[src/source/cpu_consts.svh]
// Memory depth, 8080 opcode values, register codes and last execution phase
`ifndef CPU_CONSTS_SVH
`define CPU_CONSTS_SVH

`define MEM_DEPTH    256

// Opcodes, register fields masked out of the grouped ones
`define OP_NOP       8'h00
`define OP_MVI_BASE  8'h06
`define OP_MOV_BASE  8'h40
`define OP_ADD_BASE  8'h80
`define OP_SUB_BASE  8'h90
`define OP_JMP       8'hC3
`define OP_STA       8'h32
`define OP_HLT       8'h76

`define REG_A        3'd7
`define REG_M        3'd6   // Memory operand, not supported

`define LAST_PHASE   2'd2

`endif

[src/source/cpu_pkg.sv]
// Data, address, phase and register-code types plus the sequencer state enum
package cpu_pkg;

    typedef logic [7:0] data_t;
    typedef logic [7:0] addr_t;

    // 0 opcode fetch, 1 operand fetch, 2 execute
    typedef logic [1:0] phase_t;

    // 8080 register field, B C D E H L M A
    typedef logic [2:0] reg_code_t;

    typedef enum logic [2:0] {
        IDLE,
        BUS_WAIT,
        READ_WAIT,
        STEP,
        HALTED
    } seq_state_t;

endpackage

[src/source/cpu_decoder.sv]
// Instruction decoder turning opcode and phase into datapath and bus strobes
`timescale 1ns/1ps
`include "cpu_consts.svh"

module cpu_decoder (
    input  logic               en,
    input  cpu_pkg::data_t     ir,
    input  cpu_pkg::phase_t    phase,
    output logic               needs_read,
    output logic               needs_write,
    output logic               pc_inc,
    output logic               ir_load,
    output logic               opr_load,
    output logic               reg_write,
    output cpu_pkg::reg_code_t reg_dst,
    output cpu_pkg::reg_code_t reg_src,
    output logic               src_is_opr,
    output logic               alu_add,
    output logic               invert_in,
    output logic               pc_load,
    output logic               addr_from_opr,
    output logic               halt,
    output logic               last
);
    logic is_mvi;
    logic is_sta;
    logic is_mov;
    logic is_hlt;
    logic is_add;
    logic is_sub;
    logic is_jmp;
    logic is_alu;
    logic has_opr;
    logic ph_fetch;
    logic ph_opr;
    logic ph_exec;

    // Group select on the top two bits, then each group looks at its own fields
    always_comb begin
        is_mvi = 1'b0;
        is_sta = 1'b0;
        is_mov = 1'b0;
        is_hlt = 1'b0;
        is_add = 1'b0;
        is_sub = 1'b0;
        is_jmp = 1'b0;
        case (ir[7:6])
            2'b00: begin
                is_mvi = ((ir & 8'hC7) == `OP_MVI_BASE) && (ir[5:3] != `REG_M);
                is_sta = ir == `OP_STA;
            end
            2'b01: begin
                is_hlt = ir == `OP_HLT;
                is_mov = ((ir & 8'hC0) == `OP_MOV_BASE) && (ir[5:3] != `REG_M)
                         && (ir[2:0] != `REG_M);
            end
            2'b10: begin
                is_add = ((ir & 8'hF8) == `OP_ADD_BASE) && (ir[2:0] != `REG_M);
                is_sub = ((ir & 8'hF8) == `OP_SUB_BASE) && (ir[2:0] != `REG_M);
            end
            default: begin
                is_jmp = ir == `OP_JMP;
            end
        endcase
    end

    assign is_alu  = is_add | is_sub;
    assign has_opr = is_mvi | is_sta | is_jmp;   // Two-byte instructions

    assign ph_fetch = phase == 2'd0;
    assign ph_opr   = phase == 2'd1;
    assign ph_exec  = phase == `LAST_PHASE;

    // Bus side, held for the whole phase
    assign needs_read    = ph_fetch | (ph_opr & has_opr);
    assign needs_write   = ph_exec & is_sta;
    assign addr_from_opr = ph_exec & is_sta;

    // Datapath strobes fire only on the step cycle
    assign ir_load   = en & ph_fetch;
    assign opr_load  = en & ph_opr & has_opr;
    assign pc_inc    = en & needs_read;
    assign reg_write = en & ph_exec & (is_mvi | is_mov | is_alu);
    assign pc_load   = en & ph_exec & is_jmp;

    assign reg_dst    = is_alu ? `REG_A : ir[5:3];
    assign reg_src    = ir[2:0];
    assign src_is_opr = is_mvi;
    assign alu_add    = is_alu;
    assign invert_in  = is_sub;   // Also the carry-in

    assign halt = ph_exec & is_hlt;
    assign last = ph_exec;

endmodule

[src/source/cpu_datapath.sv]
// Register file, PC, instruction and operand registers and the adder
`timescale 1ns/1ps
`include "cpu_consts.svh"

module cpu_datapath (
    input  logic               clk,
    input  logic               rst,
    input  logic               run,
    input  cpu_pkg::data_t     mem_rdata,
    input  logic               cpu_rvalid,
    input  logic               ir_load,
    input  logic               opr_load,
    input  logic               pc_inc,
    input  logic               pc_load,
    input  logic               reg_write,
    input  cpu_pkg::reg_code_t reg_dst,
    input  cpu_pkg::reg_code_t reg_src,
    input  logic               src_is_opr,
    input  logic               alu_add,
    input  logic               invert_in,
    input  logic               addr_from_opr,
    output cpu_pkg::data_t     ir,
    output cpu_pkg::addr_t     cpu_addr,
    output cpu_pkg::data_t     cpu_wdata
);
    cpu_pkg::data_t regs [8];   // Indexed by register code, M slot idle
    cpu_pkg::addr_t pc;
    cpu_pkg::data_t opr;
    cpu_pkg::data_t src_val;
    cpu_pkg::data_t alu_in;
    cpu_pkg::data_t sum;
    cpu_pkg::data_t result;

    assign src_val = src_is_opr ? opr : regs[reg_src];

    // SUB is A + ~src + 1
    assign alu_in = invert_in ? ~src_val : src_val;
    assign sum    = regs[`REG_A] + alu_in + {7'd0, invert_in};
    assign result = alu_add ? sum : src_val;

    assign cpu_addr  = addr_from_opr ? opr : pc;
    assign cpu_wdata = regs[`REG_A];   // STA stores the accumulator

    always_ff @(posedge clk) begin
        if (rst) begin
            for (int i = 0; i < 8; i++) begin
                regs[i] <= '0;
            end
        end else if (reg_write) begin
            regs[reg_dst] <= result;
        end
    end

    always_ff @(posedge clk) begin
        if (rst || run) begin
            pc <= '0;
        end else if (pc_load) begin
            pc <= opr;
        end else if (pc_inc) begin
            pc <= pc + 8'd1;
        end
    end

    always_ff @(posedge clk) begin
        if (rst) begin
            ir <= `OP_NOP;
        end else if (ir_load && cpu_rvalid) begin
            ir <= mem_rdata;
        end
    end

    // Immediate or address byte
    always_ff @(posedge clk) begin
        if (rst) begin
            opr <= '0;
        end else if (opr_load && cpu_rvalid) begin
            opr <= mem_rdata;
        end
    end

    // Decoder must never pick the memory operand as a destination
    assert property (@(posedge clk) disable iff (rst) reg_write |-> reg_dst != `REG_M);

endmodule

[src/source/cpu_sequencer.sv]
// Phase counter and bus request FSM for the core
`timescale 1ns/1ps

module cpu_sequencer (
    input  logic            clk,
    input  logic            rst,
    input  logic            run,
    input  logic            needs_read,
    input  logic            needs_write,
    input  logic            last,
    input  logic            halt,
    input  logic            cpu_gnt,
    input  logic            cpu_rvalid,
    output cpu_pkg::phase_t phase,
    output logic            cpu_req,
    output logic            step,
    output logic            halted
);
    cpu_pkg::seq_state_t state;
    logic                bus;
    logic                active;

    assign bus    = needs_read | needs_write;
    assign active = (state == cpu_pkg::STEP) || (state == cpu_pkg::BUS_WAIT);

    assign cpu_req = active && bus;

    // Phase done: no-bus execute, granted write, or read data back
    assign step = (active && !bus)
                  || (active && cpu_gnt && needs_write)
                  || ((state == cpu_pkg::READ_WAIT) && cpu_rvalid);

    assign halted = state == cpu_pkg::HALTED;

    always_ff @(posedge clk) begin
        if (rst) begin
            state <= cpu_pkg::IDLE;
            phase <= '0;
        end else if (run) begin
            state <= cpu_pkg::STEP;   // Restart at opcode fetch
            phase <= '0;
        end else if (step) begin
            phase <= last ? 2'd0 : phase + 2'd1;
            state <= halt ? cpu_pkg::HALTED : cpu_pkg::STEP;
        end else if (active && cpu_gnt) begin
            state <= cpu_pkg::READ_WAIT;
        end else if (active && bus) begin
            state <= cpu_pkg::BUS_WAIT;   // Lost arbitration, keep asking
        end
    end

    // A halted core stays off the bus until the next run
    assert property (@(posedge clk) disable iff (rst) halted && !run |=> !cpu_req);

endmodule

[src/source/mem_arbiter.sv]
// Round-robin arbiter for core and host on the single memory port
`timescale 1ns/1ps

module mem_arbiter (
    input  logic           clk,
    input  logic           rst,
    input  logic           cpu_req,
    input  logic           cpu_we,
    input  cpu_pkg::addr_t cpu_addr,
    input  cpu_pkg::data_t cpu_wdata,
    input  logic           host_req,
    input  logic           host_we,
    input  cpu_pkg::addr_t host_addr,
    input  cpu_pkg::data_t host_wdata,
    output logic           cpu_gnt,
    output logic           cpu_rvalid,
    output logic           host_gnt,
    output logic           host_rvalid,
    output logic           mem_en,
    output logic           mem_we,
    output cpu_pkg::addr_t mem_addr,
    output cpu_pkg::data_t mem_wdata
);
    logic last_cpu;   // Core won the previous grant
    logic rd_valid;
    logic rd_cpu;

    assign cpu_gnt  = cpu_req && (!host_req || !last_cpu);
    assign host_gnt = host_req && !cpu_gnt;

    assign mem_en    = cpu_gnt | host_gnt;
    assign mem_we    = (cpu_gnt & cpu_we) | (host_gnt & host_we);
    assign mem_addr  = cpu_gnt ? cpu_addr : host_addr;
    assign mem_wdata = cpu_gnt ? cpu_wdata : host_wdata;

    always_ff @(posedge clk) begin
        if (rst) begin
            last_cpu <= 1'b0;
        end else if (mem_en) begin
            last_cpu <= cpu_gnt;
        end
    end

    // Remember who issued the read so the data goes back to them
    always_ff @(posedge clk) begin
        if (rst) begin
            rd_valid <= 1'b0;
        end else begin
            rd_valid <= mem_en && !mem_we;
        end
        rd_cpu <= cpu_gnt;
    end

    assign cpu_rvalid  = rd_valid & rd_cpu;
    assign host_rvalid = rd_valid & ~rd_cpu;

    assert property (@(posedge clk) disable iff (rst) !(cpu_gnt && host_gnt));

endmodule

[src/source/sync_mem.sv]
// 256 x 8 synchronous RAM with registered read data
`timescale 1ns/1ps
`include "cpu_consts.svh"

module sync_mem (
    input  logic           clk,
    input  logic           mem_en,
    input  logic           mem_we,
    input  cpu_pkg::addr_t mem_addr,
    input  cpu_pkg::data_t mem_wdata,
    output cpu_pkg::data_t mem_rdata
);
    cpu_pkg::data_t mem [`MEM_DEPTH];

    // Read and write are never issued in the same cycle
    always_ff @(posedge clk) begin
        if (mem_en) begin
            if (mem_we) begin
                mem[mem_addr] <= mem_wdata;
            end else begin
                mem_rdata <= mem[mem_addr];   // One-cycle read
            end
        end
    end

endmodule

[src/source/cpu_system.sv]
// Top level with core, memory arbiter, RAM and host port
`timescale 1ns/1ps

module cpu_system (
    input  logic           clk,
    input  logic           rst,
    input  logic           run,
    output logic           halted,
    input  logic           host_req,
    input  logic           host_we,
    input  cpu_pkg::addr_t host_addr,
    input  cpu_pkg::data_t host_wdata,
    output logic           host_gnt,
    output cpu_pkg::data_t host_rdata,
    output logic           host_rvalid
);
    cpu_pkg::data_t     ir;
    cpu_pkg::phase_t    phase;
    cpu_pkg::reg_code_t reg_dst;
    cpu_pkg::reg_code_t reg_src;
    cpu_pkg::addr_t     cpu_addr;
    cpu_pkg::data_t     cpu_wdata;
    cpu_pkg::addr_t     mem_addr;
    cpu_pkg::data_t     mem_wdata;
    cpu_pkg::data_t     mem_rdata;
    logic               needs_read;
    logic               cpu_we;
    logic               pc_inc;
    logic               ir_load;
    logic               opr_load;
    logic               reg_write;
    logic               src_is_opr;
    logic               alu_add;
    logic               invert_in;
    logic               pc_load;
    logic               addr_from_opr;
    logic               halt;
    logic               last;
    logic               step;
    logic               cpu_req;
    logic               cpu_gnt;
    logic               cpu_rvalid;
    logic               mem_en;
    logic               mem_we;

    // Strobes are enabled only in the cycle the sequencer completes a phase
    cpu_decoder decoder_i (
        .en            (step),
        .ir            (ir),
        .phase         (phase),
        .needs_read    (needs_read),
        .needs_write   (cpu_we),
        .pc_inc        (pc_inc),
        .ir_load       (ir_load),
        .opr_load      (opr_load),
        .reg_write     (reg_write),
        .reg_dst       (reg_dst),
        .reg_src       (reg_src),
        .src_is_opr    (src_is_opr),
        .alu_add       (alu_add),
        .invert_in     (invert_in),
        .pc_load       (pc_load),
        .addr_from_opr (addr_from_opr),
        .halt          (halt),
        .last          (last)
    );

    cpu_datapath datapath_i (
        .clk           (clk),
        .rst           (rst),
        .run           (run),
        .mem_rdata     (mem_rdata),
        .cpu_rvalid    (cpu_rvalid),
        .ir_load       (ir_load),
        .opr_load      (opr_load),
        .pc_inc        (pc_inc),
        .pc_load       (pc_load),
        .reg_write     (reg_write),
        .reg_dst       (reg_dst),
        .reg_src       (reg_src),
        .src_is_opr    (src_is_opr),
        .alu_add       (alu_add),
        .invert_in     (invert_in),
        .addr_from_opr (addr_from_opr),
        .ir            (ir),
        .cpu_addr      (cpu_addr),
        .cpu_wdata     (cpu_wdata)
    );

    cpu_sequencer sequencer_i (
        .clk         (clk),
        .rst         (rst),
        .run         (run),
        .needs_read  (needs_read),
        .needs_write (cpu_we),
        .last        (last),
        .halt        (halt),
        .cpu_gnt     (cpu_gnt),
        .cpu_rvalid  (cpu_rvalid),
        .phase       (phase),
        .cpu_req     (cpu_req),
        .step        (step),
        .halted      (halted)
    );

    mem_arbiter arbiter_i (
        .clk         (clk),
        .rst         (rst),
        .cpu_req     (cpu_req),
        .cpu_we      (cpu_we),
        .cpu_addr    (cpu_addr),
        .cpu_wdata   (cpu_wdata),
        .host_req    (host_req),
        .host_we     (host_we),
        .host_addr   (host_addr),
        .host_wdata  (host_wdata),
        .cpu_gnt     (cpu_gnt),
        .cpu_rvalid  (cpu_rvalid),
        .host_gnt    (host_gnt),
        .host_rvalid (host_rvalid),
        .mem_en      (mem_en),
        .mem_we      (mem_we),
        .mem_addr    (mem_addr),
        .mem_wdata   (mem_wdata)
    );

    sync_mem mem_i (
        .clk       (clk),
        .mem_en    (mem_en),
        .mem_we    (mem_we),
        .mem_addr  (mem_addr),
        .mem_wdata (mem_wdata),
        .mem_rdata (mem_rdata)
    );

    assign host_rdata = mem_rdata;   // Shared read bus, qualified by host_rvalid

endmodule

[config.mk]
export PLATFORM = sky130hd
export DESIGN_NAME = cpu_system
export DESIGN_NICKNAME = d
export VERILOG_FILES = /design/src/source/cpu_pkg.sv /design/src/source/cpu_decoder.sv /design/src/source/cpu_datapath.sv /design/src/source/cpu_sequencer.sv /design/src/source/mem_arbiter.sv /design/src/source/sync_mem.sv /design/src/source/cpu_system.sv
export VERILOG_INCLUDE_DIRS = /design/src /design/src/source
export SDC_FILE = /design/constraint.sdc
export NUM_CORES = 2
export LEC_CHECK = 0
export BUFFER_PORTS_ARGS = -buffer_cell sky130_fd_sc_hd__buf_2
export CELL_PAD_IN_SITES_DETAIL_PLACEMENT = 1
export CELL_PAD_IN_SITES_GLOBAL_PLACEMENT = 2
export CORE_ASPECT_RATIO = 0.9
export CORE_MARGIN = 1
export CORE_UTILIZATION = 48
export DETAILED_ROUTE_END_ITERATION = 8
export PLACE_DENSITY_LB_ADDON = 0.1
export REMOVE_ABC_BUFFERS = 1
export SLEW_MARGIN = 20
export SYNTH_ARGS = -nofsm -noshare
export SYNTH_HDL_FRONTEND = slang
export SYNTH_SLANG_ARGS = --single-unit
[constraint.sdc]
create_clock -name clk -period 16.1 [get_ports clk]
set_input_delay 0 -clock clk [delete_from_list [all_inputs] [get_ports clk]]
set_output_delay 0 -clock clk [all_outputs]
set_load 0.01 [all_outputs]
# --- Yosys cells after proc, flatten, opt, wreduce, memory -nomap -nowiden ---
# Memory sizes are Yosys's and may differ from the RTL's. A register that Yosys moved wholly into a read port is not among the register bits.
# Cells that the tools add are included.
# Widths: inputs -> output; s select.
totals:
  ff_bits: 32
  ram_bits: 2112
  output_inout_bits: 11
  mem_count: 2
  elab_cells: 126
classes:
  muxes: 35
  bitwise_logic: 26
  n_reduce_logical: 34
  add_sub_neg: 4
  eq_ne: 16
mem_list:
  columns: ["memory", "words", "width", "rd", "rd_clocked_by_memory_dff", "write_ports", "line_no", "source"]
  rows:
  - ["mem_i.mem", 256, 8, 1, 1, 1, "sync_mem.sv:13", "cpu_pkg::data_t mem [`MEM_DEPTH];"]
  - ["datapath_i.regs", 8, 8, 2, 1, 8, "cpu_datapath.sv:26", "cpu_pkg::data_t regs [8];"]
op_table:
  columns: ["op", "count"]
  rows:
  - ["$mux 8", 9]
  - ["$mux 3", 8]
  - ["$mux 1", 16]
  - ["$logic_and 1x1->1", 15]
  - ["$and 1x1->1", 14]
  - ["$eq 5x5->1 const B", 2]
  - ["$or 1x1->1", 9]
  - ["$add 8x1->8", 1]
  - ["$add 8x1->8 const B", 1]
  - ["$add 8x8->8", 1]
  - ["$eq 8x6->1 const B", 1]
  - ["$eq 8x7->1 const B", 1]
  - ["$eq 8x8->1 const B", 1]
  - ["$not 8->8", 1]
  - ["$reduce_or 8->1", 1]
  - ["$eq 3x2->1 const B", 2]
  - ["$ne 3x3->1 const B", 2]
  - ["$eq 5x3->1 const B", 1]
  - ["$logic_not 1->1", 5]
  - ["$logic_or 1x1->1", 5]
  - ["$eq 2x1->1 const B", 2]
  - ["$eq 2x2->1 const B", 2]
  - ["$logic_not 2->1", 2]
  - ["$mux 2", 2]
  - ["10 further kinds", 11]

# --- Depth between registers and ports, before layout ---
logic_depth:
  ltp_word: 21
  ltp_mapped: 19
  mapped_depth_nobuf: 13

# --- Modules after synthesis ---
# Synthesis repeated with hierarchy kept, for this count alone.
hier_totals:
  cells_unflattened: 4074
  area_unflattened_um2: 84152.0
modules_own_cells:
  columns: ["module", "cells_each", "seq_area_each_um2", "area_each_um2", "instances"]
  rows:
  - ["sync_mem", 3526, 61739.2, 78376.4, 1]
  - ["cpu_datapath", 433, 2402.3, 4755.8, 1]
  - ["mem_arbiter", 33, 60.1, 375.4, 1]
  - ["cpu_sequencer", 44, 100.1, 372.9, 1]
  - ["cpu_decoder", 38, 0.0, 271.5, 1]

# --- Worst setup path before layout ---
# No wires, ideal clock.
synth_path:
  path_type: "register to register"
  startpoint: "reg datapath_i.ir[6]"
  endpoint: "mem mem_i.mem[0][0] (netlist name) (data pin)"
  stages_incl_launch_ff: 11
  required_time_ns: 13.911
  path_slack_ns: 1.791
  t_arrival_ns: 12.120
  cell_sequence: "dfxtp_1 buf_6 or4b_1 buf_2 o31ai_4 o41a_4 nand2_1 clkbuf_1 buf_2 clkbuf_1 o21ai_0"
synth_between:
  elab_chain_cells: 11
  word_cells_on_any_way: 20
  classes_between: "5 x eq/ne; 4 x mux; 6 x bitwise; 5 x reduce/logical"
synth_rtl:
  columns: ["item", "line_no", "source"]
  rows:
  - ["start: declaration", "cpu_datapath.sv:22", "output cpu_pkg::data_t ir,"]
  - ["start signal: assignment", "cpu_datapath.sv:66", "ir <= `OP_NOP;"]
  - ["start signal: assignment", "cpu_datapath.sv:68", "ir <= mem_rdata;"]
  - ["$eq 5x3->1 (no line)", null, null]
  - ["$logic_and 1x1->1", "cpu_decoder.sv:49", "is_mvi = ((ir & 8'hC7) == `OP_MVI_BASE) && (ir[5:3] != `REG_M);"]
  - ["$mux 1", "cpu_decoder.sv:47", "case (ir[7:6])"]
  - ["$or 1x1->1 (2 in a row)", "cpu_decoder.sv:68", "assign has_opr = is_mvi | is_sta | is_jmp;"]
  - ["$and 1x1->1", "cpu_decoder.sv:75", "assign needs_read = ph_fetch | (ph_opr & has_opr);"]
  - ["$or 1x1->1", "cpu_decoder.sv:75", null]
  - ["$or 1x1->1 *", "cpu_sequencer.sv:23", "assign bus = needs_read | needs_write;"]
  - ["$logic_and 1x1->1 *", "cpu_sequencer.sv:26", "assign cpu_req = active && bus;"]
  - ["$logic_and 1x1->1 *", "mem_arbiter.sv:28", "assign cpu_gnt = cpu_req && (!host_req || !last_cpu);"]
  - ["$mux 8 *", "mem_arbiter.sv:34", "assign mem_wdata = cpu_gnt ? cpu_wdata : host_wdata;"]
  - ["named net arbiter_i.mem_wdata[0]", "mem_arbiter.sv:22", "output cpu_pkg::data_t mem_wdata"]
  - ["end: declaration", "sync_mem.sv:13", null]
# The timed path passes the listed nets; every way through them passes the cells marked *.

# --- Worst setup path in the final report ---
layout_path:
  startpoint: "reg datapath_i.ir[6]"
  endpoint: "mem mem_i.mem[152][2] (netlist name), enable pin"
layout_between:
  elab_chain_cells: 17
  word_cells_on_any_way: 30
  classes_between: "5 x eq/ne; 8 x mux; 10 x bitwise; 7 x reduce/logical"
layout_rtl:
  columns: ["item", "line_no", "source"]
  rows:
  - ["$eq 5x3->1 (no line)", null, null]
  - ["$logic_and 1x1->1", "cpu_decoder.sv:49", null]
  - ["$mux 1", "cpu_decoder.sv:47", null]
  - ["$or 1x1->1 (2 in a row)", "cpu_decoder.sv:68", null]
  - ["$and 1x1->1", "cpu_decoder.sv:75", null]
  - ["$or 1x1->1", "cpu_decoder.sv:75", null]
  - ["$or 1x1->1", "cpu_sequencer.sv:23", null]
  - ["$logic_and 1x1->1", "cpu_sequencer.sv:26", null]
  - ["$logic_and 1x1->1", "mem_arbiter.sv:28", null]
  - ["$logic_not 1->1", "mem_arbiter.sv:29", "assign host_gnt = host_req && !cpu_gnt;"]
  - ["$logic_and 1x1->1", "mem_arbiter.sv:29", null]
  - ["$and 1x1->1", "mem_arbiter.sv:32", "assign mem_we = (cpu_gnt & cpu_we) | (host_gnt & host_we);"]
  - ["$or 1x1->1", "mem_arbiter.sv:32", null]
  - ["$mux 1", "sync_mem.sv:18", "if (mem_we) begin"]
  - ["$mux 1", "sync_mem.sv:17", "if (mem_en) begin"]
  - ["$mux 1 (implied by the code)", "sync_mem.sv:19", "mem[mem_addr] <= mem_wdata;"]
# Several ways; a longest one is shown, not always the timed one.

==> run metrics <==
Port Buffers 31; 1st-iter DRT viols 5329; H-tree level count 4; Die ar. 174000 um2; Internal 9.16 mW; RSZ-0062 raised after global routing false; drt first pass iters 8; worst min path class input pin to flop; via count 49140; PwrDens 132 nW/um2; final core utilization 53.6%; setup TNS 0 ps; CTS sink cnt 2155; startpoint type of the worst setup path flop; EDFF count, synth 2120; TritonCTS clock tree yes; die width 440 um; Final min period 7540 ps; Final ANT Viol Nets 0; Max Cap Viol 0; Core ar. 171000 um2; Nets 5105; Tightest Pin Transition 1300 ps; num rows 144; Placer Congestion 0.830; Top-Level Pins 32; DRC viols 0; Synthesis Warnings 0; Clk pwr share 40.0%; Mean Syn Cell Area 16.2 um2; Gate power share 7.8%; sequential power share 52.1%; total grt overflow 0; worst-case clock buffer depth 3; crit path capture type flop; Unique masters post-synth 75; Avg Vias per Cell 6.53; Pleak 27.9 nW; Worst-Skew Late Latency 870 ps; first-pass GRT wire length 362000 um; Vert. Die Dim 396 um; final worst-path cycle share 46.8%; WP data arrival 8040 ps; Synth Flop Type edfxtp_1; Routed WL 252000 um; Routed WL per cell 33.5 um; Global Route Usage Sum 28.8%; CTS root buffer clkbuf_16; post-CTS setup buffer count 0; CP required 16600 ps; post-synthesis register bit count 2155; hpwl dp 149000 um; area grow syn2layout 10.9%; CTS Buf Count 215; initial core utilization 48.4%; Cells after Synth 5097; Async S/R FF share, synth 0%; sequential share of the synthesized area 77.7%; largest net degree at the start of global routing 158; relative slew slack 13.2%; vias in the first global route 49185; Mapped Area 82800 um2; antenna violations before repair 17; Final Slew Violations 0; skew final 23.5 ps; status complete, no violations; crit-path max FO 157; Switching Share 24.4%; Max rail drop VDD 116 uV; Psw 2.96 mW; Worst-path clk slew 70 ps; Setup CP Type flop to flop; final setup fails 0; Fmax 133 MHz; Hold Fails Final Rpt 0; share of layout cells above drive strength 1 9.92%
==> repair_timing <==
action / CTS / global route
setup endpoints to repair: 0 / 0
hold buffers: 8 / 0
hold endpoints to repair: 90 / 0
gates resized for setup: 0 / 0
==> layer usage <==
layer  vias up  GRT usage [%]  share of wire, %  wire length (um)
met4         2           8.35               3.0              7520
li1      20827              -                 -                 -
met2      1937           44.8                47            118000
met5         -              0            0.0052                13
met3       353           4.36               6.9             17300
met1     26021           42.1                43            109000
==> cell families (layout without fill, tap and decap cells) <==
group                      Yosys count  count (layout)  synth area share, %
DFF                               2155            2155                 77.7
AOI/OAI and AO/OA                 1661            1661                 13.9
and+or+nand+nor                    817             817                 4.85
buffers and inverters              387             535                 2.39
muxes                               53              53                0.887
xor gates and xnor gates            15              15                0.159
adders and majority gates            8               8                0.130
other                                1              15              0.00453
==> cells in the final DEF (no fill, tap or decap), types with 15 or more instances in the layout <==
cell,count
a21oi_1,323
a221oi_1,102
a222oi_1,32
a22o_1,105
a22oi_1,689
a31oi_1,43
a41oi_1,32
and3_1,22
buf_2,31
buf_4,92
clkbuf_1,45
clkbuf_16,215
clkinv_1,54
clkinv_2,46
dfxtp_1,35
edfxtp_1,2120
mux2i_1,32
mux4_2,16
nand2_1,73
nand2b_1,17
nand3_1,76
nand3_2,18
nand4_1,27
nor2_1,378
nor3_1,26
nor4_1,55
o21a_1,19
o21ai_0,201
o221ai_1,15
o22ai_1,40
or4b_1,15
==> final cells by class <==
type                       instances  area, um2
multi-input combinational       2562      16800
timing repair buffer             136       1030
antenna                            7       17.5
tap                             2263       2830
clock inverter                   133       1180
fill                           15684      79400
inverter                           6       22.5
sequential                      2155      64400
clock buffer                     260       5550
==> registers in the layout, indices dropped and copies added, names as in the netlist, 2 cells and up, named ones only <==
register,count
sequencer_i.state,3
datapath_i.ir,8
datapath_i.regs,64
datapath_i.pc,8
sequencer_i.phase,2
datapath_i.opr,8
mem_i.mem,2048
mem_i.mem_rdata,8
==> power groups by stage <==
stage	registers (mW)	clock network, mW	logic, mW
floorplan	6.46	0	0.495
global placement	6.43	0	0.933
detailed placement	6.43	0	0.945
CTS	6.31	4.91	0.949
global route	6.31	5.09	1.00
finish	6.31	4.85	0.950
==> path summary, 6_finish.rpt <==
path / from / endpoint / slack [ps] / depth (start not counted)
setup / recovery: datapath_i.ir[6]$_SDFFE_PP0P_ / mem_i.mem[152][2]$_DFFE_PP_ / 8560 / 10
hold / removal: host_wdata[0] / mem_i.mem[204][0]$_DFFE_PP_ / 20 / 4
setup reg to reg: datapath_i.ir[6]$_SDFFE_PP0P_ / mem_i.mem[152][2]$_DFFE_PP_ / 8560 / 10
hold reg to reg: sequencer_i.state[1]$_SDFFE_PP0P_ / sequencer_i.state[1]$_SDFFE_PP0P_ / 500 / 2
==> synthesized netlist by cell type, types with 4 or more instances <==
cell type  number  area share (%)
o21ai_1        12           0.073
nand4_1        27            0.20
o21ai_0       203             1.2
and4bb_1        8            0.12
nor2_1        383             1.7
nand2b_1       17            0.13
or2_2           9           0.068
a211oi_1        5           0.045
a41oi_1        32            0.34
dfxtp_1        35            0.85
nor3b_1         9           0.082
or4b_1         15            0.18
a22o_1        105             1.1
a21o_1          6           0.054
inv_1           5           0.023
a31oi_1        44            0.33
nand3_1        94            0.57
a22oi_1       689             6.2
a21oi_1       326             2.0
a211o_1         9           0.095
buf_6          27            0.37
clkbuf_1      148            0.67
o21a_1         19            0.17
nor4b_1        10            0.11
buf_1          13           0.059
nor3_1         27            0.16
mux4_2         16            0.44
buf_4          33            0.30
xnor2_1        13            0.14
buf_2         159            0.96
a222oi_1       32            0.39
or4_1           4           0.036
a221oi_1      102             1.1
o221ai_1       15            0.16
or3_1          13           0.098
edfxtp_1     2120              77
and2_1          5           0.038
mux2i_1        34            0.41
a311oi_1        8           0.085
nand2_1        84            0.38
o22ai_1        40            0.30
and3_1         22            0.17
ha_1            7            0.11
nor4_1         56            0.42
nor2b_1        10           0.076
==> metrics by stage <==
step / power (mW) / cells / cell area [um2] / setup WS (ps) / hold WS [ps]
final: 12.1 / 7522 / 91800 / 8560 / 16.0
after CTS: 12.2 / 7515 / 91800 / 8690 / 3.17
after floorplan: 6.96 / 4723 / 80900 / 1150 / 69.1
after global placement: 7.36 / 7114 / 85000 / 8820 / 382
after global routing: 12.4 / 7515 / 91800 / 8280 / 29.4
after detailed placement: 7.38 / 7114 / 85000 / 8720 / 405
==> critical path: stages (launching register included) <==
cell	delay, ps
dfxtp_1	410
nor4b_2	560
nand3_2	420
or3_1	470
a211oi_4	300
buf_4	570
or2_4	830
buf_12	640
buf_12	500
nand3_2	1100
nor2_1	1030
Note: power is estimated with default switching activity, not from simulation.
